File: src/mipsPkg.sv
`default_nettype none

package mipsPkg;

    localparam int dataWidth = 32;
    localparam int regAddrWidth = 5;
    localparam int imemIdxWidth = 10;

    localparam logic [5:0] opSpecial = 6'h00;
    localparam logic [5:0] opOri = 6'h0d;
    localparam logic [5:0] opLui = 6'h0f;
    localparam logic [5:0] opLw = 6'h23;
    localparam logic [5:0] opSw = 6'h2b;
    localparam logic [5:0] opBeq = 6'h04;
    localparam logic [5:0] fnAddu = 6'h21;
    localparam logic [5:0] fnSubu = 6'h23;

    typedef struct packed {
        logic [5:0] op;
        logic [regAddrWidth-1:0] rs;
        logic [regAddrWidth-1:0] rt;
        logic [regAddrWidth-1:0] rd;
        logic [4:0] shamt;
        logic [5:0] funct;
    } rFieldsT;

    typedef struct packed {
        logic [5:0] op;
        logic [regAddrWidth-1:0] rs;
        logic [regAddrWidth-1:0] rt;
        logic [15:0] imm;
    } iFieldsT;

    typedef union packed {
        rFieldsT rFields;
        iFieldsT iFields;
    } instrT;

    typedef enum logic [1:0] {aluAdd, aluSub, aluOr, aluLui} aluOpT;

    // Stages still to go, saturating at 0
    typedef logic [1:0] timeT;
    localparam timeT timeNone = 2'd3;

    typedef struct packed {
        aluOpT aluOp;
        logic useImm;
        logic zeroExt;
        logic memWrite;
        logic memToReg;
        logic regWrite;
        logic [regAddrWidth-1:0] dst;
        timeT tUseRs;
        timeT tUseRt;
        timeT tNew;
    } ctrlT;

    localparam ctrlT ctrlNop = '{aluOp: aluAdd, useImm: 1'b0, zeroExt: 1'b0,
                                 memWrite: 1'b0, memToReg: 1'b0, regWrite: 1'b0,
                                 dst: '0, tUseRs: timeNone, tUseRt: timeNone,
                                 tNew: timeNone};

    ////////////////////////////////////////
    // Pipeline payloads
    ////////////////////////////////////////
    typedef struct packed {
        logic [dataWidth-1:0] pc;
        ctrlT ctrl;
        logic [regAddrWidth-1:0] rs;
        logic [regAddrWidth-1:0] rt;
        logic [dataWidth-1:0] opA;
        logic [dataWidth-1:0] opB;
        logic [dataWidth-1:0] imm32;
    } deStageT;

    typedef struct packed {
        ctrlT ctrl;
        logic [regAddrWidth-1:0] rt;
        logic [dataWidth-1:0] aluRes;
        logic [dataWidth-1:0] storeData;
    } emStageT;

    typedef struct packed {
        ctrlT ctrl;
        logic [dataWidth-1:0] aluRes;
        logic [dataWidth-1:0] loadData;
    } mwStageT;

    typedef struct packed {
        logic en;
        logic [regAddrWidth-1:0] idx;
        logic [dataWidth-1:0] data;
    } wbT;

    typedef enum logic [1:0] {fwdNone, fwdMem, fwdWb} fwdSelT;

    ////////////////////////////////////////
    // Debug bus
    ////////////////////////////////////////
    typedef struct packed {
        logic psel;
        logic penable;
        logic pwrite;
        logic [11:0] paddr;
        logic [dataWidth-1:0] pwdata;
    } apbReqT;

    typedef struct packed {
        logic [dataWidth-1:0] prdata;
        logic pready;
        logic pslverr;
    } apbRspT;

    typedef struct packed {
        logic en;
        logic [imemIdxWidth-1:0] idx;
        logic [dataWidth-1:0] data;
    } imemWrT;

    localparam logic [11:0] addrCtrl = 12'h000;
    localparam logic [11:0] addrRegBase = 12'h100;
    localparam logic [11:0] addrImemBase = 12'h400;

    function automatic logic [dataWidth-1:0] fwdMux(
        input fwdSelT sel,
        input logic [dataWidth-1:0] regV,
        input logic [dataWidth-1:0] memV,
        input logic [dataWidth-1:0] wbV
    );
        case (sel)
            fwdMem: return memV;
            fwdWb: return wbV;
            default: return regV;
        endcase
    endfunction

endpackage

`default_nettype wire

File: src/regFile.sv
`timescale 1ns/1ps
`default_nettype none

module regFile (
    input logic clk,
    input logic rstN,
    input logic [mipsPkg::regAddrWidth-1:0] raA,
    input logic [mipsPkg::regAddrWidth-1:0] raB,
    input logic [mipsPkg::regAddrWidth-1:0] dbgRegIdx,
    input mipsPkg::wbT wb,
    output logic [mipsPkg::dataWidth-1:0] rdA,
    output logic [mipsPkg::dataWidth-1:0] rdB,
    output logic [mipsPkg::dataWidth-1:0] dbgRegData
);

    logic [mipsPkg::dataWidth-1:0] regs [32];

    // Same-cycle write wins over the stored value
    function automatic logic [mipsPkg::dataWidth-1:0] readReg(
        input logic [mipsPkg::regAddrWidth-1:0] idx
    );
        if (idx == '0) return '0;
        if (wb.en && wb.idx == idx) return wb.data;
        return regs[idx];
    endfunction

    always_ff @(posedge clk or negedge rstN) begin
        if (!rstN) begin
            regs <= '{default: '0};
        end else if (wb.en && wb.idx != '0) begin
            regs[wb.idx] <= wb.data;
        end
    end

    always_comb begin
        rdA = readReg(raA);
        rdB = readReg(raB);
        dbgRegData = readReg(dbgRegIdx);
    end

endmodule

`default_nettype wire

File: config.mk
export PLATFORM = sky130hd
export DESIGN_NAME = regFile
export DESIGN_NICKNAME = d
export VERILOG_FILES = /design/src/mipsPkg.sv /design/src/regFile.sv
export SDC_FILE = /design/constraint.sdc
export NUM_CORES = 2
export LEC_CHECK = 0
export BUFFER_PORTS_ARGS = -buffer_cell sky130_fd_sc_hd__buf_4
export CELL_PAD_IN_SITES_DETAIL_PLACEMENT = 0
export CELL_PAD_IN_SITES_GLOBAL_PLACEMENT = 1
export CORE_MARGIN = 10
export CORE_UTILIZATION = 50
export CTS_BUF_LIST = sky130_fd_sc_hd__clkbuf_2
export CTS_CLUSTER_SIZE = 30
export DETAILED_ROUTE_END_ITERATION = 7
export GPL_ROUTABILITY_DRIVEN = 0
export PLACE_DENSITY_LB_ADDON = 0.1
export SETUP_SLACK_MARGIN = 0.1
export SLEW_MARGIN = 20
export SYNTH_ARGS = -nofsm -noshare
export SYNTH_HDL_FRONTEND = slang
export SYNTH_SLANG_ARGS = --single-unit
File: constraint.sdc
create_clock -name clk -period 1.7 [get_ports clk]
set_input_delay 0.085 -clock clk [delete_from_list [all_inputs] [get_ports clk]]
set_output_delay 0.085 -clock clk [all_outputs]
set_load 0.02 [all_outputs]
==> flow_summary.json <==
{
  "syn-instance-count": 4565,
  "p_leak_nw": 36.88,
  "ant_nets": 0,
  "drv_slew": 0,
  "core_region_area_um2": 127200,
  "async_reset_ff_frac": 1.000,
  "min_period_over_period": 2.291,
  "synth-edff-count": 0,
  "violations": "setup timing",
  "crit_fanout": 2,
  "synth_fp_nets": 4620,
  "setup_ws_ns": -2.195,
  "min_period_ns": 3.895,
  "seqPwrFrac": 0.416,
  "ir_drop_mv": 0.7956,
  "num_rows": 131,
  "required_ns": 1.62,
  "reg2reg_depth": 3,
  "ios": 151,
  "synth_top_area_cell": "dfrtp_1",
  "io_buffers": 150,
  "final_cells": 7708,
  "num_vias": 53910,
  "final_util": 0.6560,
  "cts_sinks": 1024,
  "slew_headroom": 0.1699,
  "switching_share": 0.3449,
  "fmax_mhz": 256.7,
  "holdPathStages": 7,
  "drv_cap": 0,
  "ys_seq_elements": 1024,
  "syn-mean-instance-area_um2": 13.99,
  "timing.rr.end": "regs[33]",
  "yosys_warnings": 0,
  "synthDistinctLibCells": 64,
  "clockPowerShare": 0.229,
  "cts_tree": "done",
  "yosysTopAreaCellShare": 0.4013,
  "synth_most_common_cell": "mux2_2",
  "combPwrFrac": 0.355,
  "critPathArrivalTime_ns": 3.81,
  "drtIter0Drc": 6919,
  "drc": 0,
  "dp_cells": 7012,
  "r2r_setup_slack_ns": 0.24,
  "power_w": 0.07952,
  "ys.flop_type": "dfrtp_1",
  "dr.pass1.iters": 5,
  "top_register": "regs",
  "hold_class": "in2reg",
  "dieArea_um2": 142400,
  "setup_violations": 126,
  "design_area_um2": 83440,
  "start_util": 0.5020,
  "antenna_found_initial": 16,
  "startpoint_type": "register",
  "fp.dieH_um": 377.4,
  "internal_power_w": 0.05209,
  "synth_area_um2": 63850,
  "dpl.hpwl_um": 193800,
  "seq_area_frac_synth": 0.4013,
  "largest_register_ffs": 1024,
  "endpoint_kind": "output pin",
  "grt_pass1_vias": 54270,
  "numCtsBuffers": 303,
  "die_x_um": 377.4,
  "cts_buffer_depth": 4,
  "cts.clk_slew.worst_paths_ns": 0.12,
  "status": "finished with violations",
  "fin_skew_ns": 0,
  "switchingPower_w": 0.02743,
  "htreeDepth": 5,
  "hp-start": "wb[36]",
  "grt_first_pass_wirelength_um": 403700,
  "top_regs": "regs x1024",
  "worstSetupPathType": "reg2out",
  "drive_gt1_frac": 0.6635,
  "worst_pin_slew_ns": 1.245,
  "p_per_area_nw_per_um2": 953.0,
  "area_growth_syn_to_layout_pct": 30.68,
  "track_usage": 0.3971,
  "rsz0062_at_grt": "yes",
  "synth_common_cells": "mux2_2, dfrtp_1, mux4_2",
  "cts-root-buf": "clkbuf_2",
  "placed_cell_area_um2": 76830,
  "wl_per_cell_um": 37.10,
  "wirelength_um": 286000,
  "final_nets": 5898,
  "gr-total-overflow": 0,
  "clkLatencyLatePin_ns": 1.64,
  "min_to": "regs[387]",
  "setup_tns_ns": -180.94,
  "hold_viol_final": 0,
  "viasPerCell": 6.994,
  "synthTopCellsByArea": "dfrtp_1, mux4_2, mux2_2",
  "r2r-start": "regs[33]",
  "grt_max_degree": 98
}
worst max-delay path, cell delays in order, from the launching register on:
cell       delay [ns]
dfrtp_1          0.41
mux4_2           0.50
mux2i_4          0.23
a2111oi_4        0.11
buf_4            0.18
nor3_4           0.25
buf_4            0.16
a21oi_2          0.05
buf_6            0.13
worst max path at each step:
stage               from  slack [ns]  endpoint
2_1_floorplan     raA[0]       -0.07   rdA[27]
3_3_place_gp      raA[0]       -0.87   rdA[31]
3_5_place_dp      raA[0]       -0.93   rdA[29]
4_1_cts        regs[413]       -2.31   rdA[29]
5_1_grt        regs[381]       -2.31   rdA[29]
6_report       regs[445]       -2.20   rdA[29]
metal layers:
metal,up-vias,track usage,part of all wire
met5,-,0,0.00028
met4,14,0.2282,0.068
met3,975,0.1372,0.12
met2,3662,0.5658,0.43
met1,28360,0.5258,0.38
li1,20900,-,-
kinds of logic after synthesis:
group / synth area share
and+or+nand+nor: 0.02602
buffers and inverters: 0.04515
DFF: 0.4013
muxes: 0.4491
AOI/OAI and AO/OA: 0.07632
xor gates and xnor gates: 0.002057
timing repair:
item,in CTS,in global routing
buffers inserted,37,42
endpoints found under the hold margin,2016,710
pin swaps,201,121
cloned,0,0
resized for setup,372,173
hold buffers,100,15
endpoints found under the setup margin,96,356
power by group through the flow:
stage	logic (W)	registers [W]	clock network [W]
2_1_floorplan	0.0152	0.0322	0
3_3_place_gp	0.0249	0.0329	0
6_report	0.0283	0.0330	0.0182
3_5_place_dp	0.0253	0.0332	0
5_1_grt	0.0296	0.0335	0.0197
4_1_cts	0.0272	0.0327	0.0184
layout make-up:
class,instances,area (um^2)
Clock inverter,69,296.5
Sequential cell,1024,25620
Timing Repair Buffer,1513,15100
Antenna cell,13,32.53
Tap cell,1662,2079
Multi-Input combinational cell,2996,38160
Clock buffer,426,2132
Inverter,5,18.77
Fill cell,9684,43750
layout by cell type, fill, tap and decap left out, types with 11 or more instances in the layout:
cell,n
xnor2_1,11
buf_2,12
nor2_1,53
mux2i_1,240
o21ai_2,14
o22ai_2,31
a221oi_2,30
buf_12,225
o211ai_1,24
dfrtp_1,1024
clkbuf_2,428
mux2i_2,17
mux2_2,1060
buf_4,1005
dlygate4sd3_1,93
a211oi_1,21
buf_6,161
o21ai_1,29
a22oi_2,76
nor2_4,24
nand2_4,13
nor3_4,11
a21oi_1,44
nor3_2,32
clkinv_1,55
nand2_1,54
o22ai_1,65
a21oi_2,38
nor2_2,12
diode_2,13
mux2_1,15
o21ai_0,50
nor2b_1,16
a22oi_1,53
mux4_2,618
o22a_1,16
a221o_1,27
a21oi_4,21
a221oi_1,23
per-stage QoR:
| step | worst slack [ns] | hold WS [ns] |
|---|---|---|
| final | -2.195 | 0.09619 |
| after detailed placement | -0.9268 | -0.01803 |
| after global placement | -0.8682 | -0.01975 |
| after floorplan | -0.07022 | -0.2106 |
| after global routing | -2.310 | -0.02099 |
| after CTS | -2.314 | 0.02915 |
Note: power is estimated with default switching activity, not from simulation.
