**src/mipsPkg.sv**
```systemverilog
`default_nettype none

package mipsPkg;

    localparam int dataWidth = 32;
    localparam int regAddrWidth = 5;
    localparam int imemIdxWidth = 10;

    localparam logic [5:0] opSpecial = 6'h00;
    localparam logic [5:0] opOri = 6'h0d;
    localparam logic [5:0] opLui = 6'h0f;
    localparam logic [5:0] opLw = 6'h23;
    localparam logic [5:0] opSw = 6'h2b;
    localparam logic [5:0] opBeq = 6'h04;
    localparam logic [5:0] fnAddu = 6'h21;
    localparam logic [5:0] fnSubu = 6'h23;

    typedef struct packed {
        logic [5:0] op;
        logic [regAddrWidth-1:0] rs;
        logic [regAddrWidth-1:0] rt;
        logic [regAddrWidth-1:0] rd;
        logic [4:0] shamt;
        logic [5:0] funct;
    } rFieldsT;

    typedef struct packed {
        logic [5:0] op;
        logic [regAddrWidth-1:0] rs;
        logic [regAddrWidth-1:0] rt;
        logic [15:0] imm;
    } iFieldsT;

    typedef union packed {
        rFieldsT rFields;
        iFieldsT iFields;
    } instrT;

    typedef enum logic [1:0] {aluAdd, aluSub, aluOr, aluLui} aluOpT;

    // Stages still to go, saturating at 0
    typedef logic [1:0] timeT;
    localparam timeT timeNone = 2'd3;

    typedef struct packed {
        aluOpT aluOp;
        logic useImm;
        logic zeroExt;
        logic memWrite;
        logic memToReg;
        logic regWrite;
        logic [regAddrWidth-1:0] dst;
        timeT tUseRs;
        timeT tUseRt;
        timeT tNew;
    } ctrlT;

    localparam ctrlT ctrlNop = '{aluOp: aluAdd, useImm: 1'b0, zeroExt: 1'b0,
                                 memWrite: 1'b0, memToReg: 1'b0, regWrite: 1'b0,
                                 dst: '0, tUseRs: timeNone, tUseRt: timeNone,
                                 tNew: timeNone};

    ////////////////////////////////////////
    // Pipeline payloads
    ////////////////////////////////////////
    typedef struct packed {
        logic [dataWidth-1:0] pc;
        ctrlT ctrl;
        logic [regAddrWidth-1:0] rs;
        logic [regAddrWidth-1:0] rt;
        logic [dataWidth-1:0] opA;
        logic [dataWidth-1:0] opB;
        logic [dataWidth-1:0] imm32;
    } deStageT;

    typedef struct packed {
        ctrlT ctrl;
        logic [regAddrWidth-1:0] rt;
        logic [dataWidth-1:0] aluRes;
        logic [dataWidth-1:0] storeData;
    } emStageT;

    typedef struct packed {
        ctrlT ctrl;
        logic [dataWidth-1:0] aluRes;
        logic [dataWidth-1:0] loadData;
    } mwStageT;

    typedef struct packed {
        logic en;
        logic [regAddrWidth-1:0] idx;
        logic [dataWidth-1:0] data;
    } wbT;

    typedef enum logic [1:0] {fwdNone, fwdMem, fwdWb} fwdSelT;

    ////////////////////////////////////////
    // Debug bus
    ////////////////////////////////////////
    typedef struct packed {
        logic psel;
        logic penable;
        logic pwrite;
        logic [11:0] paddr;
        logic [dataWidth-1:0] pwdata;
    } apbReqT;

    typedef struct packed {
        logic [dataWidth-1:0] prdata;
        logic pready;
        logic pslverr;
    } apbRspT;

    typedef struct packed {
        logic en;
        logic [imemIdxWidth-1:0] idx;
        logic [dataWidth-1:0] data;
    } imemWrT;

    localparam logic [11:0] addrCtrl = 12'h000;
    localparam logic [11:0] addrRegBase = 12'h100;
    localparam logic [11:0] addrImemBase = 12'h400;

    function automatic logic [dataWidth-1:0] fwdMux(
        input fwdSelT sel,
        input logic [dataWidth-1:0] regV,
        input logic [dataWidth-1:0] memV,
        input logic [dataWidth-1:0] wbV
    );
        case (sel)
            fwdMem: return memV;
            fwdWb: return wbV;
            default: return regV;
        endcase
    endfunction

endpackage

`default_nettype wire

```
**src/hazardUnit.sv**
```systemverilog
`timescale 1ns/1ps
`default_nettype none

module hazardUnit (
    input mipsPkg::ctrlT dCtrl,
    input logic [mipsPkg::regAddrWidth-1:0] rs,
    input logic [mipsPkg::regAddrWidth-1:0] rt,
    input mipsPkg::ctrlT eCtrl,
    input logic [mipsPkg::regAddrWidth-1:0] eRs,
    input logic [mipsPkg::regAddrWidth-1:0] eRt,
    input mipsPkg::ctrlT mCtrl,
    input logic [mipsPkg::regAddrWidth-1:0] mRt,
    input mipsPkg::ctrlT wCtrl,
    output logic stall,
    output mipsPkg::fwdSelT fwdRsD,
    output mipsPkg::fwdSelT fwdRtD,
    output mipsPkg::fwdSelT fwdRsE,
    output mipsPkg::fwdSelT fwdRtE,
    output mipsPkg::fwdSelT fwdStore
);

    mipsPkg::timeT eNew;
    mipsPkg::timeT mNew;

    function automatic mipsPkg::timeT age(input mipsPkg::timeT t, input mipsPkg::timeT n);
        if (t == mipsPkg::timeNone) return mipsPkg::timeNone;
        return (t > n) ? mipsPkg::timeT'(t - n) : mipsPkg::timeT'(0);
    endfunction

    function automatic logic hit(
        input logic [mipsPkg::regAddrWidth-1:0] idx,
        input mipsPkg::ctrlT c
    );
        return c.regWrite && c.dst != '0 && c.dst == idx;
    endfunction

    function automatic logic mustWait(
        input logic [mipsPkg::regAddrWidth-1:0] idx,
        input mipsPkg::timeT tUse,
        input mipsPkg::ctrlT c,
        input mipsPkg::timeT cNew
    );
        return tUse != mipsPkg::timeNone && hit(idx, c) && tUse < cNew;
    endfunction

    // Youngest match decides, memory only once its value exists
    function automatic mipsPkg::fwdSelT pick(
        input logic [mipsPkg::regAddrWidth-1:0] idx,
        input mipsPkg::timeT tUse,
        input mipsPkg::ctrlT m,
        input mipsPkg::timeT mRemain
    );
        if (tUse == mipsPkg::timeNone) return mipsPkg::fwdNone;
        if (hit(idx, m)) return (mRemain == '0) ? mipsPkg::fwdMem : mipsPkg::fwdNone;
        if (hit(idx, wCtrl)) return mipsPkg::fwdWb;
        return mipsPkg::fwdNone;
    endfunction

    always_comb begin
        eNew = eCtrl.tNew;
        mNew = age(mCtrl.tNew, 2'd1);
        stall = mustWait(rs, dCtrl.tUseRs, eCtrl, eNew) ||
                mustWait(rt, dCtrl.tUseRt, eCtrl, eNew) ||
                mustWait(rs, dCtrl.tUseRs, mCtrl, mNew) ||
                mustWait(rt, dCtrl.tUseRt, mCtrl, mNew);
        fwdRsD = pick(rs, dCtrl.tUseRs, mCtrl, mNew);
        fwdRtD = pick(rt, dCtrl.tUseRt, mCtrl, mNew);
        fwdRsE = pick(eRs, age(eCtrl.tUseRs, 2'd1), mCtrl, mNew);
        fwdRtE = pick(eRt, age(eCtrl.tUseRt, 2'd1), mCtrl, mNew);
        fwdStore = pick(mRt, age(mCtrl.tUseRt, 2'd2), mipsPkg::ctrlNop, 2'd0);
    end

endmodule

`default_nettype wire

```
**config.mk**
```make
export PLATFORM = sky130hd
export DESIGN_NAME = hazardUnit
export DESIGN_NICKNAME = d
export VERILOG_FILES = /design/src/mipsPkg.sv /design/src/hazardUnit.sv
export SDC_FILE = /design/constraint.sdc
export NUM_CORES = 1
export LEC_CHECK = 0
export ABC_AREA = 1
export BUFFER_PORTS_ARGS = -buffer_cell sky130_fd_sc_hd__buf_4
export CORE_ASPECT_RATIO = 1.4
export CORE_MARGIN = 1.5
export CORE_UTILIZATION = 38
export DETAILED_ROUTE_END_ITERATION = 8
export GPL_TIMING_DRIVEN = 1
export PLACE_DENSITY = 0.82
export SLEW_MARGIN = 20
export SYNTH_ARGS = -nofsm -noshare
export SYNTH_HDL_FRONTEND = slang
export SYNTH_SLANG_ARGS = --single-unit
```
**constraint.sdc**
```tcl
create_clock -name vclk -period 1
set_input_delay 0.05 -clock vclk [all_inputs]
set_output_delay 0.05 -clock vclk [all_outputs]
set_load 0.01 [all_outputs]
```
==> reports/metrics.yaml <==
hold_class: "input pin to output pin"
final_cell_area_um2: 2010
drt_iter0_markers: 45
drc_errors: 0
cts_hold_buf: 0
ys_top_cells_by_area: "nand2_1 (25%), xor2_1 (17%), inv_1 (11%), nor2_1 (9.2%), nand3_1 (7.3%)"
vias: 1681
regArea_um2: 0
yosysTopAreaCellShare: 0.248
place.port_buffers: 67
diodes: 0
antenna_found_initial: 0
postRouteAntennaNets: 0
final_cells: 338
cp.arrival_ns: 1.06
swShare: 0.497
dieWidth_um: 48.5
final_common_cell: "buf_4"
cellPowerDensity_nw_per_um2: 405
grt_max_degree: 8
die_y_um: 66.8
drive_gt1_frac: 0.450
cp_slowest_stage_delay_ns: 0.23
critPathRequiredTime_ns: 0.95
synth_nets: 324
vdd_drop_max_v: 0.000263
grt_pass1_vias: 1553
maxCapViolCount: 0
viasPerCell: 4.97
rsz0062_at_grt: "true"
status: "finished with violations"
post-place-ws_ns: -0.134
power_switching_w: 0.000405
clockPowerShare: 0
grt_use_total: 0.240
yosysUniqueCellTypes: 21
io_pins: 108
dp_hpwl_um: 3150
totalWireLength_um: 4420
wire_per_inst_um: 13.1
whs_path_depth: 4
die-area_um2: 3240
gp_congestion: 0.846
cp_cell_sequence: "buf_12 > inv_6 > nand2_2 > nand2_2 > nor2_2 > nand2_2 > nor3b_2 > nand2_1 > nor2_2 > buf_4"
p_leak_nw: 1.11
area.growth.synth_to_final_pct: 82.4
path_class: "input pin to output pin"
violations: "negative setup slack"
yosysWarnings: 0
post-route-period-util: 1.11
seqPwrFrac: 0
drtPass1Iterations: 4
fin_ws_ns: -0.113
grt_overflow_total: 0
fin_crit_ns: 1.11
grt_pass1_wl_um: 6290
intPower_w: 0.000411
end_kind: "output pin"
coreArea_um2: 2700
synth_area_um2: 1100
placed_cells: 331
synth_area_leader_cell: "nand2_1"
crit_slowest_cell: "nor3b_2"
comb_power_share: 1.000
startpoint_type: "input pin"
post_dp_cell_area_um2: 1700
hold_viol_final: 0
flops_and_latches: 0
max_freq_mhz: 899
path_max_fanout: 4
nClkBuffers: 0
final_nets: 405
cpMostUsedCell: "nand2_2"
final_cell_mix: "buf_4 (72), nand2_1 (61), inv_1 (23), nor2_1 (23), xor2_1 (22)"
slew_violations: 0
initial_core_util: 0.409
syn_inst: 223
synth.yosys.seq_area_share: 0
final-setup-viol-count: 8
syn_avg_cell_area_um2: 4.95
rows: 22
## worst max-delay path, delay by kind of cell
family / cells / cell delay (ns)
simple gates: 7 / 0.74
buf+inv: 3 / 0.26
## synthesized netlist by cell type
library cell  count
xor2_1           22
nor3_1            8
buf_4             1
inv_1            33
a21boi_0          1
inv_2             2
o21ai_0           5
buf_2             4
ha_1              4
nor2_1           27
or2_2             1
nor3b_2           1
nand3_1          16
clkbuf_2          1
nand2_1          73
nand2_2           2
conb_1            1
o22ai_1           1
nand4_1           7
xnor2_1           5
a21oi_1           8
## cells by family after synthesis
group | count (synthesis) | synth area share
buffers and inverters | 41 | 0.149
AND/OR/NAND/NOR | 135 | 0.517
other | 1 | 0.00340
XOR/XNOR | 27 | 0.214
adder cells (fa/ha/maj) | 4 | 0.0454
AO/OA/AOI/OAI | 15 | 0.0714
## metrics by stage
stage	hold WS (ns)	TNS, ns	total power, W	util
after floorplan	0.148	0	0.000312	-
after global placement	0.446	-0.367	0.000636	0.631
after detailed placement	0.445	-0.473	0.000647	0.631
after CTS	0.457	-0.267	0.000705	0.674
after global routing	0.477	-1.08	0.000890	0.746
final	0.438	-0.459	0.000816	0.746
## area by class of cell
cell class / instances / area (um2)
fill: 232 / 684
inverter: 35 / 154
multi-input combinational: 182 / 1090
tap: 36 / 45.0
timing repair buffer: 85 / 719
## final timing paths
kind,from,to,slack (ns)
setup / recovery,mCtrl[6],fwdRtD[0],-0.11
hold / removal,wCtrl[11],fwdStore[1],0.44
## what timing repair did
item | 4_1_cts | 5_1_grt
pin swaps | 11 | 27
endpoints found under the setup margin | 9 | 10
cloned | 0 | 0
resized for setup | 27 | 47
setup buffers | 4 | 3
## metal layers
layer,global-route usage,routed length (um),up-vias
met5,0,0,-
met4,0.0464,55,0
met3,0.0135,258,6
met2,0.497,2490,78
met1,0.266,1620,745
li1,-,-,852
## power groups by stage
stage | Combinational (W) | Sequential [W] | Clock [W]
global placement | 0.000636 | 0 | 0
floorplan | 0.000312 | 0 | 0
CTS | 0.000705 | 0 | 0
detailed placement | 0.000647 | 0 | 0
global route | 0.000890 | 0 | 0
finish | 0.000816 | 0 | 0
No activity file was read; power rests on OpenSTA's default activity.
