**config.mk**
```make
export PLATFORM = sky130hd
export DESIGN_NAME = debugRegs
export DESIGN_NICKNAME = d
export VERILOG_FILES = /design/src/mipsPkg.sv /design/src/debugRegs.sv
export SDC_FILE = /design/constraint.sdc
export NUM_CORES = 1
export LEC_CHECK = 0
export ABC_CLOCK_PERIOD_IN_PS = 3230
export BUFFER_PORTS_ARGS = -buffer_cell sky130_fd_sc_hd__buf_2
export CAP_MARGIN = 20
export CORE_AREA = 4 4 61 63
export CTS_CLUSTER_SIZE = 16
export DETAILED_ROUTE_END_ITERATION = 8
export DIE_AREA = 0 0 65 67
export PLACE_DENSITY = 0.8
export SETUP_SLACK_MARGIN = 0.05
export SLEW_MARGIN = 30
export SYNTH_ARGS = -nofsm -noshare
export SYNTH_HDL_FRONTEND = slang
export SYNTH_SLANG_ARGS = --single-unit
```
**constraint.sdc**
```tcl
create_clock -name clk -period 3.23 [get_ports clk]
set_clock_uncertainty 0.1 [all_clocks]
set_input_delay 0.646 -clock clk [delete_from_list [all_inputs] [get_ports clk]]
set_output_delay 0.646 -clock clk [all_outputs]
set_load 0.01 [all_outputs]
```
**src/mipsPkg.sv**
```systemverilog
`default_nettype none

package mipsPkg;

    localparam int dataWidth = 32;
    localparam int regAddrWidth = 5;
    localparam int imemIdxWidth = 10;

    localparam logic [5:0] opSpecial = 6'h00;
    localparam logic [5:0] opOri = 6'h0d;
    localparam logic [5:0] opLui = 6'h0f;
    localparam logic [5:0] opLw = 6'h23;
    localparam logic [5:0] opSw = 6'h2b;
    localparam logic [5:0] opBeq = 6'h04;
    localparam logic [5:0] fnAddu = 6'h21;
    localparam logic [5:0] fnSubu = 6'h23;

    typedef struct packed {
        logic [5:0] op;
        logic [regAddrWidth-1:0] rs;
        logic [regAddrWidth-1:0] rt;
        logic [regAddrWidth-1:0] rd;
        logic [4:0] shamt;
        logic [5:0] funct;
    } rFieldsT;

    typedef struct packed {
        logic [5:0] op;
        logic [regAddrWidth-1:0] rs;
        logic [regAddrWidth-1:0] rt;
        logic [15:0] imm;
    } iFieldsT;

    typedef union packed {
        rFieldsT rFields;
        iFieldsT iFields;
    } instrT;

    typedef enum logic [1:0] {aluAdd, aluSub, aluOr, aluLui} aluOpT;

    // Stages still to go, saturating at 0
    typedef logic [1:0] timeT;
    localparam timeT timeNone = 2'd3;

    typedef struct packed {
        aluOpT aluOp;
        logic useImm;
        logic zeroExt;
        logic memWrite;
        logic memToReg;
        logic regWrite;
        logic [regAddrWidth-1:0] dst;
        timeT tUseRs;
        timeT tUseRt;
        timeT tNew;
    } ctrlT;

    localparam ctrlT ctrlNop = '{aluOp: aluAdd, useImm: 1'b0, zeroExt: 1'b0,
                                 memWrite: 1'b0, memToReg: 1'b0, regWrite: 1'b0,
                                 dst: '0, tUseRs: timeNone, tUseRt: timeNone,
                                 tNew: timeNone};

    ////////////////////////////////////////
    // Pipeline payloads
    ////////////////////////////////////////
    typedef struct packed {
        logic [dataWidth-1:0] pc;
        ctrlT ctrl;
        logic [regAddrWidth-1:0] rs;
        logic [regAddrWidth-1:0] rt;
        logic [dataWidth-1:0] opA;
        logic [dataWidth-1:0] opB;
        logic [dataWidth-1:0] imm32;
    } deStageT;

    typedef struct packed {
        ctrlT ctrl;
        logic [regAddrWidth-1:0] rt;
        logic [dataWidth-1:0] aluRes;
        logic [dataWidth-1:0] storeData;
    } emStageT;

    typedef struct packed {
        ctrlT ctrl;
        logic [dataWidth-1:0] aluRes;
        logic [dataWidth-1:0] loadData;
    } mwStageT;

    typedef struct packed {
        logic en;
        logic [regAddrWidth-1:0] idx;
        logic [dataWidth-1:0] data;
    } wbT;

    typedef enum logic [1:0] {fwdNone, fwdMem, fwdWb} fwdSelT;

    ////////////////////////////////////////
    // Debug bus
    ////////////////////////////////////////
    typedef struct packed {
        logic psel;
        logic penable;
        logic pwrite;
        logic [11:0] paddr;
        logic [dataWidth-1:0] pwdata;
    } apbReqT;

    typedef struct packed {
        logic [dataWidth-1:0] prdata;
        logic pready;
        logic pslverr;
    } apbRspT;

    typedef struct packed {
        logic en;
        logic [imemIdxWidth-1:0] idx;
        logic [dataWidth-1:0] data;
    } imemWrT;

    localparam logic [11:0] addrCtrl = 12'h000;
    localparam logic [11:0] addrRegBase = 12'h100;
    localparam logic [11:0] addrImemBase = 12'h400;

    function automatic logic [dataWidth-1:0] fwdMux(
        input fwdSelT sel,
        input logic [dataWidth-1:0] regV,
        input logic [dataWidth-1:0] memV,
        input logic [dataWidth-1:0] wbV
    );
        case (sel)
            fwdMem: return memV;
            fwdWb: return wbV;
            default: return regV;
        endcase
    endfunction

endpackage

`default_nettype wire

```
**src/debugRegs.sv**
```systemverilog
`timescale 1ns/1ps
`default_nettype none

module debugRegs #(
    parameter int imemDepth = 256
) (
    input logic clk,
    input logic rstN,
    input mipsPkg::apbReqT apbReq,
    output mipsPkg::apbRspT apbRsp,
    output logic run,
    output mipsPkg::imemWrT imemWr,
    output logic [mipsPkg::regAddrWidth-1:0] dbgRegIdx,
    input logic [mipsPkg::dataWidth-1:0] dbgRegData
);

    logic access;
    logic ctrlHit;
    logic regHit;
    logic imemHit;
    logic [11:0] imemOff;

    ////////////////////////////////////////
    // Address decode
    ////////////////////////////////////////
    assign access = apbReq.psel && apbReq.penable;
    assign imemOff = apbReq.paddr - mipsPkg::addrImemBase;

    assign ctrlHit = apbReq.paddr == mipsPkg::addrCtrl;
    assign regHit = apbReq.paddr[11:7] == mipsPkg::addrRegBase[11:7] &&
                    apbReq.paddr[1:0] == 2'b00;
    assign imemHit = apbReq.paddr >= mipsPkg::addrImemBase &&
                     apbReq.paddr[1:0] == 2'b00 && imemOff[11:2] < imemDepth;

    assign dbgRegIdx = apbReq.paddr[6:2];

    // No wait states
    assign apbRsp.pready = 1'b1;
    assign apbRsp.pslverr = access && (!(ctrlHit || regHit || imemHit) ||
                                       (apbReq.pwrite && regHit) ||
                                       (!apbReq.pwrite && imemHit));
    assign apbRsp.prdata = ctrlHit ? {31'h0, run} : regHit ? dbgRegData : '0;

    always_ff @(posedge clk or negedge rstN) begin
        if (!rstN) begin
            run <= 1'b0;
        end else if (access && apbReq.pwrite && ctrlHit) begin
            run <= apbReq.pwdata[0];
        end
    end

    // One-cycle pulse in the access phase
    assign imemWr.en = access && apbReq.pwrite && imemHit;
    assign imemWr.idx = imemOff[11:2];
    assign imemWr.data = apbReq.pwdata;

endmodule

`default_nettype wire

```
==> impl_metrics.json <==
{
  "status": "complete, no violations",
  "core_area_sq_um": 3230,
  "top_regs": "run (1)",
  "ios": 164,
  "drc_errors": 0,
  "netlist-cell-type-count": 24,
  "hold_buffers": 0,
  "tns_ns": 0,
  "postRouteAntennaNets": 0,
  "worstReg2RegEnd": "run",
  "grt_antenna_before_repair": 0,
  "netlist_instances": 104,
  "dpl_cell_area_sq_um": 976,
  "syn-cell-area_sq_um": 797,
  "r2r_start": "run",
  "maxSlewViolCount": 0,
  "seqPwrFrac": 0.172,
  "wirelength_um": 2190,
  "vias": 814,
  "ys_seq_elements": 1,
  "crit_required_ns": 2.48,
  "largest_reg_flops": 1,
  "grt_pass1_vias": 716,
  "critPathMostFrequentCell": "buf_2",
  "postCtsSetupRepairBufs": 0,
  "layout_common_cells": "100 x buf_2, 19 x and2_1, 12 x and2_2",
  "path_cells": "buf_2 > inv_1 > ha_1 > or4b_1 > a2bb2oi_1 > o32ai_1 > buf_2",
  "drtPass1Iterations": 4,
  "numPortBuffers": 100,
  "ys_seq_area_frac": 0.0314,
  "num_rows": 21,
  "p_int_mw": 0.0472,
  "cts_resized": 0,
  "finalHoldViolations": 0,
  "layout_setup_ws_ns": 0.487,
  "grt_pass1_wl_um": 3060,
  "startpoint_type": "input pin",
  "insertion_delay_ns": 0,
  "fillers": 360,
  "slowest_delay_ns": 0.52,
  "setup_viol": 0,
  "critical_path_arrival_ns": 2.00,
  "power_density_nw_per_um2": 76.0,
  "routedWlPerCell_um": 10.9,
  "vdd_drop_max_v": 0.0000535,
  "overflow": 0,
  "clkPwrFrac": 0,
  "path_clk_slew_ns": 0,
  "start_util": 0.247,
  "post-route-cell-area_sq_um": 976,
  "critPathSlowestCell": "or4b_1",
  "power.share.switching": 0.363,
  "path_class": "in -> out",
  "power_frac_comb": 0.828,
  "dieArea_sq_um": 4360,
  "fin_crit_sh": 0.849,
  "drtIter0Drc": 4,
  "whs_ns": 0.320,
  "die_w_um": 65,
  "maxCapViolations": 0,
  "max_freq_mhz": 365,
  "gp_congestion": 0.618,
  "pre_cts_ws_ns": 0.489,
  "area_growth_pct": 22.4,
  "layout_commonest_cell": "buf_2",
  "nNetsFinal": 241,
  "antennaDiodeCount": 0,
  "cp_max_fo": 4,
  "cellLeakagePower_nw": 0.651,
  "hp-class": "in -> async",
  "synth_nets": 188,
  "viasPerCell": 4.05,
  "p_sw_mw": 0.0269,
  "chipHeight_um": 67,
  "hpwl_um": 1980,
  "largest-register": "run",
  "reg2regPathDepth": 1,
  "yosys_warnings": 0,
  "rsz0062_at_grt": "false",
  "layout-drive-gt1-share": 0.755,
  "grt_max_degree": 34,
  "critPathCaptureType": "output pin",
  "rrSetupSlack_ns": 2.37,
  "track_usage": 0.0844,
  "fin_crit_ns": 2.74,
  "avgSynthCellArea_sq_um": 7.66,
  "design_power_total_mw": 0.0741
}
==> through the flow <==
step           std cells   util
6_report             201  0.302
5_1_grt              201  0.302
4_1_cts              201  0.302
3_5_place_dp         201  0.302
3_3_place_gp         201  0.302
2_1_floorplan        104      -
==> Yosys cell counts <==
cell,number,share of area
a22o_2,1,0.013
a2bb2oi_1,1,0.011
and2_1,19,0.15
and2_2,12,0.11
and3_1,1,0.0079
and3_2,1,0.0094
and4_4,1,0.014
buf_4,46,0.43
buf_6,3,0.042
conb_1,1,0.0047
dfrtp_1,1,0.031
ha_1,3,0.047
inv_1,3,0.014
mux2_2,1,0.014
nand2_1,1,0.0047
nand3_1,1,0.0063
nand4_1,1,0.0079
nor2b_1,1,0.0079
nor3_1,1,0.0063
nor4_2,1,0.016
nor4b_1,1,0.011
nor4bb_1,1,0.013
o32ai_1,1,0.011
or4b_1,1,0.013
==> how the worst max path moves through the flow <==
stage	from	endpoint	slack, ns	cells after the start
3_5_place_dp	apbReq[42]	apbRsp[0]	0.49	7
5_1_grt	apbReq[42]	apbRsp[0]	0.38	7
4_1_cts	apbReq[42]	apbRsp[0]	0.47	7
6_report	apbReq[42]	apbRsp[0]	0.49	7
2_1_floorplan	apbReq[42]	apbRsp[0]	0.70	5
3_3_place_gp	apbReq[42]	apbRsp[0]	0.52	7
==> final cells by class <==
| class | count | area, sq um | share of cell area |
|---|---|---|---|
| Timing Repair Buffer | 100 | 500 | 0.513 |
| Tap cell | 46 | 57.6 | 0.0590 |
| Multi-Input combinational cell | 51 | 382 | 0.391 |
| Inverter | 3 | 11.3 | 0.0115 |
| Sequential cell | 1 | 25.0 | 0.0256 |
==> kinds of logic after synthesis <==
kind of cell	synth area share
buffers and inverters	0.490
AO/OA/AOI/OAI	0.0345
other	0.00471
flip-flops	0.0314
multiplexers	0.0141
AND/OR/NAND/NOR	0.378
adder cells (fa/ha/maj)	0.0471
==> routing by layer <==
| layer | routed length [um] | GRT usage | share of wire | vias up |
|---|---|---|---|---|
| met4 | 87 | 0.0396 | 0.040 | 0 |
| met1 | 620 | 0.0726 | 0.28 | 338 |
| met2 | 1080 | 0.163 | 0.49 | 75 |
| met3 | 410 | 0.0388 | 0.19 | 14 |
| met5 | 0 | 0 | 0 | - |
| li1 | - | - | - | 387 |
==> power groups by stage <==
stage               Clock [mW]  Sequential, mW  Combinational, mW
global placement             0          0.0128             0.0614
finish                       0          0.0128             0.0614
global route                 0          0.0128             0.0697
floorplan                    0          0.0128             0.0706
CTS                          0          0.0128             0.0627
detailed placement           0          0.0128             0.0623
==> worst max-delay path, delay by kind of cell <==
family | cells | cell delay, ns
fa+ha+maj | 1 | 0.20
buf+inv | 3 | 0.35
simple gates | 1 | 0.52
compound gates | 2 | 0.29
Power figures use the tool's default switching activity.
