--- src/mipsPkg.sv ---
`default_nettype none

package mipsPkg;

    localparam int dataWidth = 32;
    localparam int regAddrWidth = 5;
    localparam int imemIdxWidth = 10;

    localparam logic [5:0] opSpecial = 6'h00;
    localparam logic [5:0] opOri = 6'h0d;
    localparam logic [5:0] opLui = 6'h0f;
    localparam logic [5:0] opLw = 6'h23;
    localparam logic [5:0] opSw = 6'h2b;
    localparam logic [5:0] opBeq = 6'h04;
    localparam logic [5:0] fnAddu = 6'h21;
    localparam logic [5:0] fnSubu = 6'h23;

    typedef struct packed {
        logic [5:0] op;
        logic [regAddrWidth-1:0] rs;
        logic [regAddrWidth-1:0] rt;
        logic [regAddrWidth-1:0] rd;
        logic [4:0] shamt;
        logic [5:0] funct;
    } rFieldsT;

    typedef struct packed {
        logic [5:0] op;
        logic [regAddrWidth-1:0] rs;
        logic [regAddrWidth-1:0] rt;
        logic [15:0] imm;
    } iFieldsT;

    typedef union packed {
        rFieldsT rFields;
        iFieldsT iFields;
    } instrT;

    typedef enum logic [1:0] {aluAdd, aluSub, aluOr, aluLui} aluOpT;

    // Stages still to go, saturating at 0
    typedef logic [1:0] timeT;
    localparam timeT timeNone = 2'd3;

    typedef struct packed {
        aluOpT aluOp;
        logic useImm;
        logic zeroExt;
        logic memWrite;
        logic memToReg;
        logic regWrite;
        logic [regAddrWidth-1:0] dst;
        timeT tUseRs;
        timeT tUseRt;
        timeT tNew;
    } ctrlT;

    localparam ctrlT ctrlNop = '{aluOp: aluAdd, useImm: 1'b0, zeroExt: 1'b0,
                                 memWrite: 1'b0, memToReg: 1'b0, regWrite: 1'b0,
                                 dst: '0, tUseRs: timeNone, tUseRt: timeNone,
                                 tNew: timeNone};

    ////////////////////////////////////////
    // Pipeline payloads
    ////////////////////////////////////////
    typedef struct packed {
        logic [dataWidth-1:0] pc;
        ctrlT ctrl;
        logic [regAddrWidth-1:0] rs;
        logic [regAddrWidth-1:0] rt;
        logic [dataWidth-1:0] opA;
        logic [dataWidth-1:0] opB;
        logic [dataWidth-1:0] imm32;
    } deStageT;

    typedef struct packed {
        ctrlT ctrl;
        logic [regAddrWidth-1:0] rt;
        logic [dataWidth-1:0] aluRes;
        logic [dataWidth-1:0] storeData;
    } emStageT;

    typedef struct packed {
        ctrlT ctrl;
        logic [dataWidth-1:0] aluRes;
        logic [dataWidth-1:0] loadData;
    } mwStageT;

    typedef struct packed {
        logic en;
        logic [regAddrWidth-1:0] idx;
        logic [dataWidth-1:0] data;
    } wbT;

    typedef enum logic [1:0] {fwdNone, fwdMem, fwdWb} fwdSelT;

    ////////////////////////////////////////
    // Debug bus
    ////////////////////////////////////////
    typedef struct packed {
        logic psel;
        logic penable;
        logic pwrite;
        logic [11:0] paddr;
        logic [dataWidth-1:0] pwdata;
    } apbReqT;

    typedef struct packed {
        logic [dataWidth-1:0] prdata;
        logic pready;
        logic pslverr;
    } apbRspT;

    typedef struct packed {
        logic en;
        logic [imemIdxWidth-1:0] idx;
        logic [dataWidth-1:0] data;
    } imemWrT;

    localparam logic [11:0] addrCtrl = 12'h000;
    localparam logic [11:0] addrRegBase = 12'h100;
    localparam logic [11:0] addrImemBase = 12'h400;

    function automatic logic [dataWidth-1:0] fwdMux(
        input fwdSelT sel,
        input logic [dataWidth-1:0] regV,
        input logic [dataWidth-1:0] memV,
        input logic [dataWidth-1:0] wbV
    );
        case (sel)
            fwdMem: return memV;
            fwdWb: return wbV;
            default: return regV;
        endcase
    endfunction

endpackage

`default_nettype wire

--- src/executeStage.sv ---
`timescale 1ns/1ps
`default_nettype none

module executeStage (
    input logic clk,
    input logic rstN,
    input mipsPkg::deStageT de,
    input mipsPkg::fwdSelT fwdRs,
    input mipsPkg::fwdSelT fwdRt,
    input logic [mipsPkg::dataWidth-1:0] memFwd,
    input logic [mipsPkg::dataWidth-1:0] wbFwd,
    output mipsPkg::emStageT em,
    output mipsPkg::ctrlT eCtrl
);

    logic [mipsPkg::dataWidth-1:0] srcA;
    logic [mipsPkg::dataWidth-1:0] regB;
    logic [mipsPkg::dataWidth-1:0] srcB;
    logic [mipsPkg::dataWidth-1:0] aluRes;

    assign eCtrl = de.ctrl;
    assign srcA = mipsPkg::fwdMux(fwdRs, de.opA, memFwd, wbFwd);
    assign regB = mipsPkg::fwdMux(fwdRt, de.opB, memFwd, wbFwd);
    assign srcB = de.ctrl.useImm ? de.imm32 : regB;

    always_comb begin
        case (de.ctrl.aluOp)
            mipsPkg::aluAdd: aluRes = srcA + srcB;
            mipsPkg::aluSub: aluRes = srcA - srcB;
            mipsPkg::aluOr: aluRes = srcA | srcB;
            default: aluRes = {srcB[15:0], 16'h0};
        endcase
    end

    always_ff @(posedge clk or negedge rstN) begin
        if (!rstN) begin
            em.ctrl <= mipsPkg::ctrlNop;
        end else begin
            em.ctrl <= de.ctrl;
            em.rt <= de.rt;
            em.aluRes <= aluRes;
            em.storeData <= regB;
        end
    end

endmodule

`default_nettype wire

--- config.mk ---
export PLATFORM = sky130hd
export DESIGN_NAME = executeStage
export DESIGN_NICKNAME = d
export VERILOG_FILES = /design/src/mipsPkg.sv /design/src/executeStage.sv
export SDC_FILE = /design/constraint.sdc
export NUM_CORES = 1
export LEC_CHECK = 0
export ABC_CLOCK_PERIOD_IN_PS = 1100
export BUFFER_PORTS_ARGS = -buffer_cell sky130_fd_sc_hd__buf_4
export CORE_MARGIN = 5
export CORE_UTILIZATION = 53
export DETAILED_ROUTE_END_ITERATION = 6
export PLACE_DENSITY = 0.87
export SYNTH_ARGS = -nofsm -noshare
export SYNTH_HDL_FRONTEND = slang
export SYNTH_SLANG_ARGS = --single-unit
export TNS_END_PERCENT = 1
--- constraint.sdc ---
create_clock -name clk -period 1.1 [get_ports clk]
set_input_delay 0.055 -clock clk [delete_from_list [all_inputs] [get_ports clk]]
set_output_delay 0.055 -clock clk [all_outputs]
set_load 0.05 [all_outputs]
==> impl_metrics.py, run 1 <==
metrics = {
    "grt": {
        "grt_usage": 0.673,
        "grt-ovfl-total": 11,
        "grt_max_degree": 60,
    },
    "clocking": {
        "cts.sinks": 87,
        "htree_levels": 3,
        "cts_root_buf": "clkbuf_16",
        "cts_made_buffers": 9,
        "cts_buffer_depth": 2,
    },
    "floorplan": {
        "start_util": 0.540,
        "fp.dieW_um": 131,
        "die_height_um": 131,
        "rows": 44,
        "ios": 331,
    },
    "synth": {
        "synth.top_cell.area_share": 0.265,
        "yosysUniqueCellTypes": 72,
        "synth-main-ff-cell": "edfxtp_1",
        "synth_area_leader_cell": "edfxtp_1",
        "syn_inst": 902,
        "async_reset_ff_frac": 0.207,
        "netlist_area_sq_um": 7820,
        "yosysSeqAreaShare": 0.324,
        "synth_seq_cells": 87,
        "syn_nets": 1172,
        "synth_edf_count": 69,
        "ys_top_cells_by_area": "edfxtp_1 (26%), ha_1 (6.9%), o21ai_0 (5.5%)",
        "avgSynthCellArea_sq_um": 8.67,
        "yosysWarnings": 0,
    },
    "status": {
        "outcome": "did not finish",
        "stop_stage": "global routing (5_1_grt)",
        "error": "[ERROR GRT-0232] Routing congestion too high. Check the congestion heatmap in the GUI.",
    },
    "placed_design": {
        "port_buffers": 293,
        "gp_congestion": 1.08,
        "place_hpwl_mm": 28.3,
    },
    "sta": {
        "worst-ep-kind": "register input",
        "worst_endpoint": "em[62]$_DFFE_PP_/D",
    },
}
==> Yosys cell counts, types with 5 or more instances <==
master,count
dfstp_2,6
nand2b_1,10
nand3_1,13
or3_1,6
inv_1,36
nand4_1,5
o31ai_1,10
a31o_2,8
a211oi_1,6
o21ai_1,7
buf_2,9
nor3b_1,12
nor3_1,16
nor2_1,66
nand2_1,101
o211ai_1,14
a221oi_2,10
xnor2_1,28
a221o_1,7
a31oi_1,6
mux2i_1,8
xor2_1,28
o311ai_0,7
edfxtp_1,69
o21bai_1,5
o21a_1,7
a21oi_1,53
dfrtp_1,12
clkbuf_1,31
nor2b_1,15
a21o_1,13
a22oi_1,44
buf_6,9
o21ai_0,86
buf_4,20
a221oi_1,12
ha_1,43
==> metrics by stage <==
step	worst slack (ps)	utilization	instance area [sq um]	std cells
2_1_floorplan	-3010	-	7910	902
3_3_place_gp	-3260	0.817	11800	1556
3_5_place_dp	-3420	0.817	11800	1556
4_1_cts	-2790	0.893	12900	1617
==> layer usage <==
layer	GRT overflow	track usage
met5	0	0.100
met1	1	0.671
met2	5	0.844
met3	0	0.520
met4	5	0.679
==> logic make-up after synthesis <==
group / Yosys count / share of synthesized area
flops: 87 / 0.324
compound gates: 327 / 0.294
buf+inv: 111 / 0.0730
xor+xnor: 56 / 0.0627
simple gates: 266 / 0.161
fa+ha+maj: 44 / 0.0714
mux: 11 / 0.0146
==> timing repair <==
item                       CTS
hold buffers                25
setup endpoints to repair   56
gates resized for setup     98
hold endpoints to repair    42
pin swaps                   47
setup buffers               20
==> run 2, diff against run 1 <==
- CORE_UTILIZATION: 53 -> 40
- PLACE_DENSITY: 0.87 -> default
- PLACE_DENSITY_LB_ADDON: default -> 0.15
==> run 2 against run 1 <==
The flow now finishes, with violations (setup timing). Synthesized cell count is the same. Synthesized area is the same.
==> impl_metrics.py, run 2 <==
metrics = {
    "detailed_routing": {
        "vias": 9668,
        "drtIter0Drc": 730,
        "wl_per_cell_um": 21.2,
        "drt-total-wl_mm": 37.0,
        "viasPerCell": 5.54,
        "route.antenna.remaining_nets": 0,
        "drt-pass1-iter-count": 6,
        "drc": 0,
    },
    "placed_design": {
        "gp_congestion": 0.962,
        "place_ws_ps": -3410,
        "port_buffers": 293,
        "place_hpwl_mm": 28.0,
    },
    "critical_path": {
        "worstSetupStartpointType": "input pin",
        "arrival_ps": 4150,
        "worstPathRequired_ps": 1280,
        "path_max_fanout": 7,
        "path_class": "in2reg",
        "end_kind": "register",
    },
    "synth": {
        "synth_compound_area_frac": 0.294,
        "yosys.cell_count.top_type": "nand2_1",
        "yosysSeqAreaShare": 0.324,
        "synth_xor_area_frac": 0.0627,
        "synthTopCellsByCount": "nand2_1 (101), o21ai_0 (86), edfxtp_1 (69)",
        "ys_top_cells_by_area": "edfxtp_1 (26%), ha_1 (6.9%), o21ai_0 (5.5%)",
        "yosysUniqueCellTypes": 72,
        "async_reset_ff_frac": 0.207,
        "synth_top_family_by_area": "compound AO/OA/AOI/OAI gates",
        "synth-main-ff-cell": "edfxtp_1",
        "yosysWarnings": 0,
        "synth_area_leader_cell": "edfxtp_1",
        "muxShareOfSynthArea": 0.0146,
        "synth_seq_cells": 87,
        "avgSynthCellArea_sq_um": 8.67,
        "synth.top_cell.area_share": 0.265,
        "synth-simple-area-share": 0.161,
        "syn_nets": 1172,
        "syn_inst": 902,
        "synth_edf_count": 69,
        "netlist_area_sq_um": 7820,
        "synth_fa_ha_area_frac": 0.0714,
    },
    "min_path": {
        "min_to": "em[29]$_DFFE_PP_",
        "hp-start": "de[61]",
        "min_delay_path_depth": 3,
        "hp-class": "in2reg",
    },
    "floorplan": {
        "rows": 51,
        "die_height_um": 150,
        "coreArea_sq_um": 19300,
        "ios": 331,
        "die-area_sq_um": 22400,
        "fp.dieW_um": 150,
        "start_util": 0.404,
    },
    "layout": {
        "top_regs": "em (87)",
        "layout-drive-gt1-share": 0.515,
        "fin_nets": 1744,
        "syn_to_final_growth_pct": 75.4,
        "n_antenna_cell": 0,
        "regMostFlops": "em",
        "largest_register_ffs": 87,
        "mostFrequentLayoutCells": "buf_4 (579), nand2_1 (99), edfxtp_1 (69)",
        "final_common_cell": "buf_4",
    },
    "status": {
        "outcome": "finished with violations",
        "violations": "setup timing",
    },
    "clocking": {
        "cts_buffer_depth": 2,
        "cts_root_buf": "clkbuf_16",
        "cts_made_buffers": 9,
        "cts_tree": "yes",
        "htree_levels": 3,
        "path_clk_slew_ps": 70,
        "cts.sinks": 87,
    },
    "grt": {
        "grt_pass1_wl_mm": 54.1,
        "antenna_found_initial": 0,
        "grt_pass1_vias": 9820,
        "grt_max_degree": 60,
        "grt-ovfl-total": 0,
        "grt_usage": 0.313,
    },
    "pwr": {
        "power.density_nw_per_um2": 1370,
        "peakVddDrop_mv": 0.834,
        "p_leak_nw": 6.24,
    },
    "run": {
        "drv_cap": 0,
    },
    "sta": {
        "drv_slew": 0,
        "rsz0062_at_grt": "yes",
        "setup_ws_ps": -2880,
        "post-route-period-util": 3.61,
        "max_freq_ghz": 0.252,
        "worst_pin_slew_ps": 736,
        "max_slew_margin": 0.509,
        "setup_viol": 45,
        "timing_hold_violations_final": 0,
        "holdWs_ps": 10.4,
        "fin_crit_ps": 3980,
    },
}
-- run 2: cell counts after synthesis --
No cell type changed its count.
-- run 2: per-stage QoR --
stage / instance area (sq um) / TNS [ps] / total power, mW / cells / utilization
2_1_floorplan: 7910 / -83740 / 9.87 / 902 / -
3_3_place_gp: 12200 / -101070 / 14.2 / 1666 / 0.628
3_5_place_dp: 12200 / -103260 / 14.3 / 1666 / 0.628
4_1_cts: 13200 / -76820 / 18.2 / 1731 / 0.684
5_1_grt: 13700 / -83720 / 19.7 / 1744 / 0.709
6_report: 13700 / -79240 / 18.8 / 1744 / 0.709
-- run 2: repair_timing --
item | CTS | global route
gates resized for setup | 85 | 74
hold endpoints to repair | 40 | 0
pin swaps | 40 | 51
hold buffers | 23 | 0
setup buffers | 26 | 13
setup endpoints to repair | 57 | 56
-- run 2: how the worst max path moves through the flow --
| stage | start | end | slack, ps | cells past startpoint |
|---|---|---|---|---|
| global placement | fwdRt[0] | em[58]$_DFFE_PP_ | -3300 | 20 |
| detailed placement | fwdRt[0] | em[62]$_DFFE_PP_ | -3410 | 21 |
| CTS | fwdRt[0] | em[61]$_DFFE_PP_ | -2860 | 23 |
| finish | fwdRt[0] | em[62]$_DFFE_PP_ | -2880 | 25 |
| global route | fwdRt[1] | em[58]$_DFFE_PP_ | -3050 | 24 |
| floorplan | fwdRt[1] | em[54]$_DFFE_PP_ | -3010 | 21 |
-- run 2: cell families (layout without fill, tap and decap cells) --
| family | Yosys count | in the layout |
|---|---|---|
| and+or+nand+nor | 266 | 266 |
| muxes | 11 | 11 |
| buffers and inverters | 111 | 688 |
| DFF | 87 | 87 |
| AOI/OAI and AO/OA | 327 | 327 |
| adders and majority gates | 44 | 44 |
| xor gates and xnor gates | 56 | 56 |
-- run 2: power by group --
group / switching, mW / total, mW / internal (mW) / leakage (nW)
Clock: 1.54 / 3.34 / 1.80 / 0.147
Sequential: 0.147 / 4.29 / 4.14 / 0.875
Combinational: 6.13 / 11.2 / 5.08 / 5.22
-- run 2: worst max-delay path, cell delays in order --
cell and delay (ps):
buf_8 90, inv_6 30, ha_4 200, buf_4 180, a22oi_1 250, o21a_1 210, buf_4 130, o2111a_1 220
nand4_1 160, buf_4 180, buf_4 120, buf_4 140, nand2_1 130, xnor2_2 170, buf_4 160, ha_1 230
nand2_1 80, nand2_1 130, a2111oi_4 300, buf_4 200, nor2_4 50, a21oi_4 200, o311a_1 260, nor4_2 70
a311oi_1 230
-- run 2: layout make-up --
class	instances	area (sq um)
Timing Repair Buffer	634	5040
Inverter	38	148
Sequential cell	87	2530
Clock buffer	9	225
Fill cell	1519	5620
Clock inverter	7	81.3
Tap cell	265	332
Multi-Input combinational cell	704	5360
-- run 2: layer usage --
metal,global-route usage,wire length [um]
met1,0.373,14200
met2,0.546,18100
met3,0.0569,2960
met4,0.147,1800
met5,0,0
Power figures use the tool's default switching activity.
==> run 3, diff against run 2 <==
- ABC_AREA: default -> 1
==> run 3 against run 2 <==
The flow still finishes with violations (setup timing). Die area increased by 4.2%. First-iteration DRC count increased by 6.7%. Fmax increased by 17%. Synthesized area increased by 4.5%. Highest routed layer unchanged. Cell count increased by 16%. Utilization increased by 1.2 points. Clock-buffer cell count increased by 1. Combinational power increased by 11%. Clock power decreased by 5%. Critical path type unchanged. Worst hold slack got worse by 8.2 ps.
==> impl_metrics.py, run 3 <==
metrics = {
    "critical_path": {
        "worst-path-buf-inv": 8,
        "worstPathRequired_ps": 1210,
        "path_class": "in2reg",
        "path_max_fanout": 8,
        "cp_slowest_cell": "ha_1",
        "end_kind": "register",
        "slowest_delay_ps": 350,
        "arrival_ps": 3510,
        "critPathTopFamily": "compound AO/OA/AOI/OAI gates",
        "worstSetupStartpointType": "input pin",
        "crit_chain": "buf_8, inv_8, ha_4, clkinv_8, buf_12, buf_12, or2_4, nand3_4, nand4_1, buf_4, a21oi_4, nand2_2, xor2_1, ha_1, a21o_1, a21oi_2, a21boi_2, inv_1, a21oi_2, inv_1, o21ai_1, nand3_1",
    },
    "grt": {
        "met2_usage": 0.561,
        "grt_pass1_wl_mm": 58.4,
        "busiest_layer": "met2",
        "grt_use_met1": 0.381,
        "antenna_found_initial": 0,
        "grt_max_degree": 47,
        "grt_usage": 0.316,
        "grt_pass1_vias": 10600,
        "use_met3": 0.0611,
        "grt-ovfl-total": 0,
    },
    "min_path": {
        "min_delay_path_depth": 3,
        "hp-start": "de[56]",
        "hp-class": "in2reg",
        "min_to": "em[24]$_DFFE_PP_",
    },
    "synth": {
        "yosys.cell_count.top_type": "nand2_1",
        "synth-simple-area-share": 0.302,
        "yosysSeqAreaShare": 0.310,
        "synth.top_cell.area_share": 0.254,
        "synth_compound_area_frac": 0.178,
        "ys_top_cells_by_area": "edfxtp_1 (25%), nand2_1 (13%), o21ai_0 (6.9%)",
        "yosysUniqueCellTypes": 52,
        "synth_seq_cells": 87,
        "synth_top_family_by_area": "simple AND/OR/NAND/NOR gates",
        "avgSynthCellArea_sq_um": 7.07,
        "muxShareOfSynthArea": 0,
        "synth_area_leader_cell": "edfxtp_1",
        "synth_edf_count": 69,
        "yosysWarnings": 0,
        "netlist_area_sq_um": 8170,
        "synth_xor_area_frac": 0.0354,
        "syn_nets": 1425,
        "syn_inst": 1155,
        "async_reset_ff_frac": 0.207,
        "synth-main-ff-cell": "edfxtp_1",
        "synth_fa_ha_area_frac": 0.0683,
        "synthTopCellsByCount": "nand2_1 (288), inv_1 (131), o21ai_0 (112)",
    },
    "detailed_routing": {
        "wl_per_cell_um": 19.5,
        "vias": 10700,
        "viasPerCell": 5.28,
        "drt-pass1-iter-count": 6,
        "drt-total-wl_mm": 39.4,
        "route.antenna.remaining_nets": 0,
        "drtIter0Drc": 779,
        "drc": 0,
    },
    "clocking": {
        "cts_buffer_depth": 2,
        "cts_root_buf": "clkbuf_16",
        "cts_made_buffers": 9,
        "path_clk_slew_ps": 80,
        "cts.sinks": 87,
        "htree_levels": 3,
        "cts_tree": "yes",
    },
    "sta": {
        "setup_ws_ps": -2300,
        "max_freq_ghz": 0.294,
        "drv_slew": 0,
        "setup_viol": 44,
        "worst_pin_slew_ps": 515,
        "fin_crit_ps": 3400,
        "timing_hold_violations_final": 0,
        "final.setup.tns_ps": -61190,
        "max_slew_margin": 0.653,
        "post-route-period-util": 3.09,
        "rsz0062_at_grt": "yes",
    },
    "status": {
        "outcome": "finished with violations",
        "violations": "setup timing",
    },
    "floorplan": {
        "die-area_sq_um": 23400,
        "ios": 331,
        "rows": 52,
        "fp.dieW_um": 153,
        "die_height_um": 153,
        "coreArea_sq_um": 20200,
        "start_util": 0.405,
    },
    "layout": {
        "regMostFlops": "em",
        "mostFrequentLayoutCells": "buf_4 (588), nand2_1 (248), inv_1 (119)",
        "fillers": 1692,
        "final_common_cell": "buf_4",
        "layout-drive-gt1-share": 0.496,
        "n_antenna_cell": 0,
        "syn_to_final_growth_pct": 78.0,
        "top_regs": "em (87)",
        "fin_nets": 2019,
        "largest_register_ffs": 87,
    },
    "pwr": {
        "power.density_nw_per_um2": 1360,
        "peakVddDrop_mv": 0.817,
        "total_power_mw": 19.8,
        "p_leak_nw": 7.15,
    },
    "placed_design": {
        "gp_congestion": 1.00,
        "port_buffers": 293,
        "place_hpwl_mm": 30.9,
    },
    "run": {
        "drv_cap": 0,
    },
}
## run 3: worst max path at each step
stage                   from               end  cells past startpoint  slack (ps)
CTS                 fwdRt[0]  em[59]$_DFFE_PP_                     26       -2210
detailed placement  fwdRt[0]  em[62]$_DFFE_PP_                     24       -2890
global placement    fwdRt[0]  em[62]$_DFFE_PP_                     24       -3030
finish              fwdRt[0]  em[55]$_DFFE_PP_                     22       -2300
floorplan           fwdRt[0]  em[59]$_DFFE_PP_                     26       -2200
global route        fwdRt[0]  em[62]$_DFFE_PP_                     28       -2460
## run 3: routing by layer
layer | wire length, um | share of wire
met5 | 0 | 0
met1 | 15500 | 0.39
met4 | 1630 | 0.041
met2 | 19500 | 0.49
met3 | 2810 | 0.071
## run 3: what timing repair did
| item | CTS | global route |
|---|---|---|
| endpoints found under the hold margin | 41 | 0 |
| gates resized for setup | 111 | 148 |
| setup endpoints to repair | 50 | 51 |
| buffers inserted | 19 | 22 |
| pin swaps | 37 | 92 |
| gates cloned | 0 | 4 |
| hold buffers | 23 | 0 |
## run 3: cell families after synthesis
kind of cell / after synthesis
buffers and inverters: 199
adders and majority gates: 44
AOI/OAI and AO/OA: 239
DFF: 87
xor gates and xnor gates: 33
and+or+nand+nor: 553
## run 3: power by group
group	total [mW]	internal (mW)	leakage [nW]	switching [mW]
registers	4.28	4.13	0.876	0.148
clock network	3.18	1.58	0.140	1.60
logic	12.4	5.35	6.13	7.02
total	19.8	11.1	7.15	8.76
## run 3: metrics by stage
step / hold slack (ps) / worst slack, ps / util / cell area (sq um) / instances
2_1_floorplan: -241 / -2200 / - / 8280 / 1155
3_3_place_gp: 71.8 / -3030 / 0.630 / 12700 / 1941
3_5_place_dp: 78.6 / -2890 / 0.630 / 12700 / 1941
4_1_cts: -0.250 / -2210 / 0.682 / 13700 / 1999
5_1_grt: 6.95 / -2460 / 0.721 / 14500 / 2024
6_report: 2.18 / -2300 / 0.721 / 14500 / 2024
## run 3: cell type report
cell class	instances	area, sq um	area share
multi-input cells	869	5690	0.391
repair inverters	2	25.0	0.00172
flip-flops and latches	87	2530	0.174
clock inverters	6	52.6	0.00361
repair buffers	640	5130	0.353
clock buffers	10	229	0.0157
inverters	140	553	0.0380
well taps	270	338	0.0232
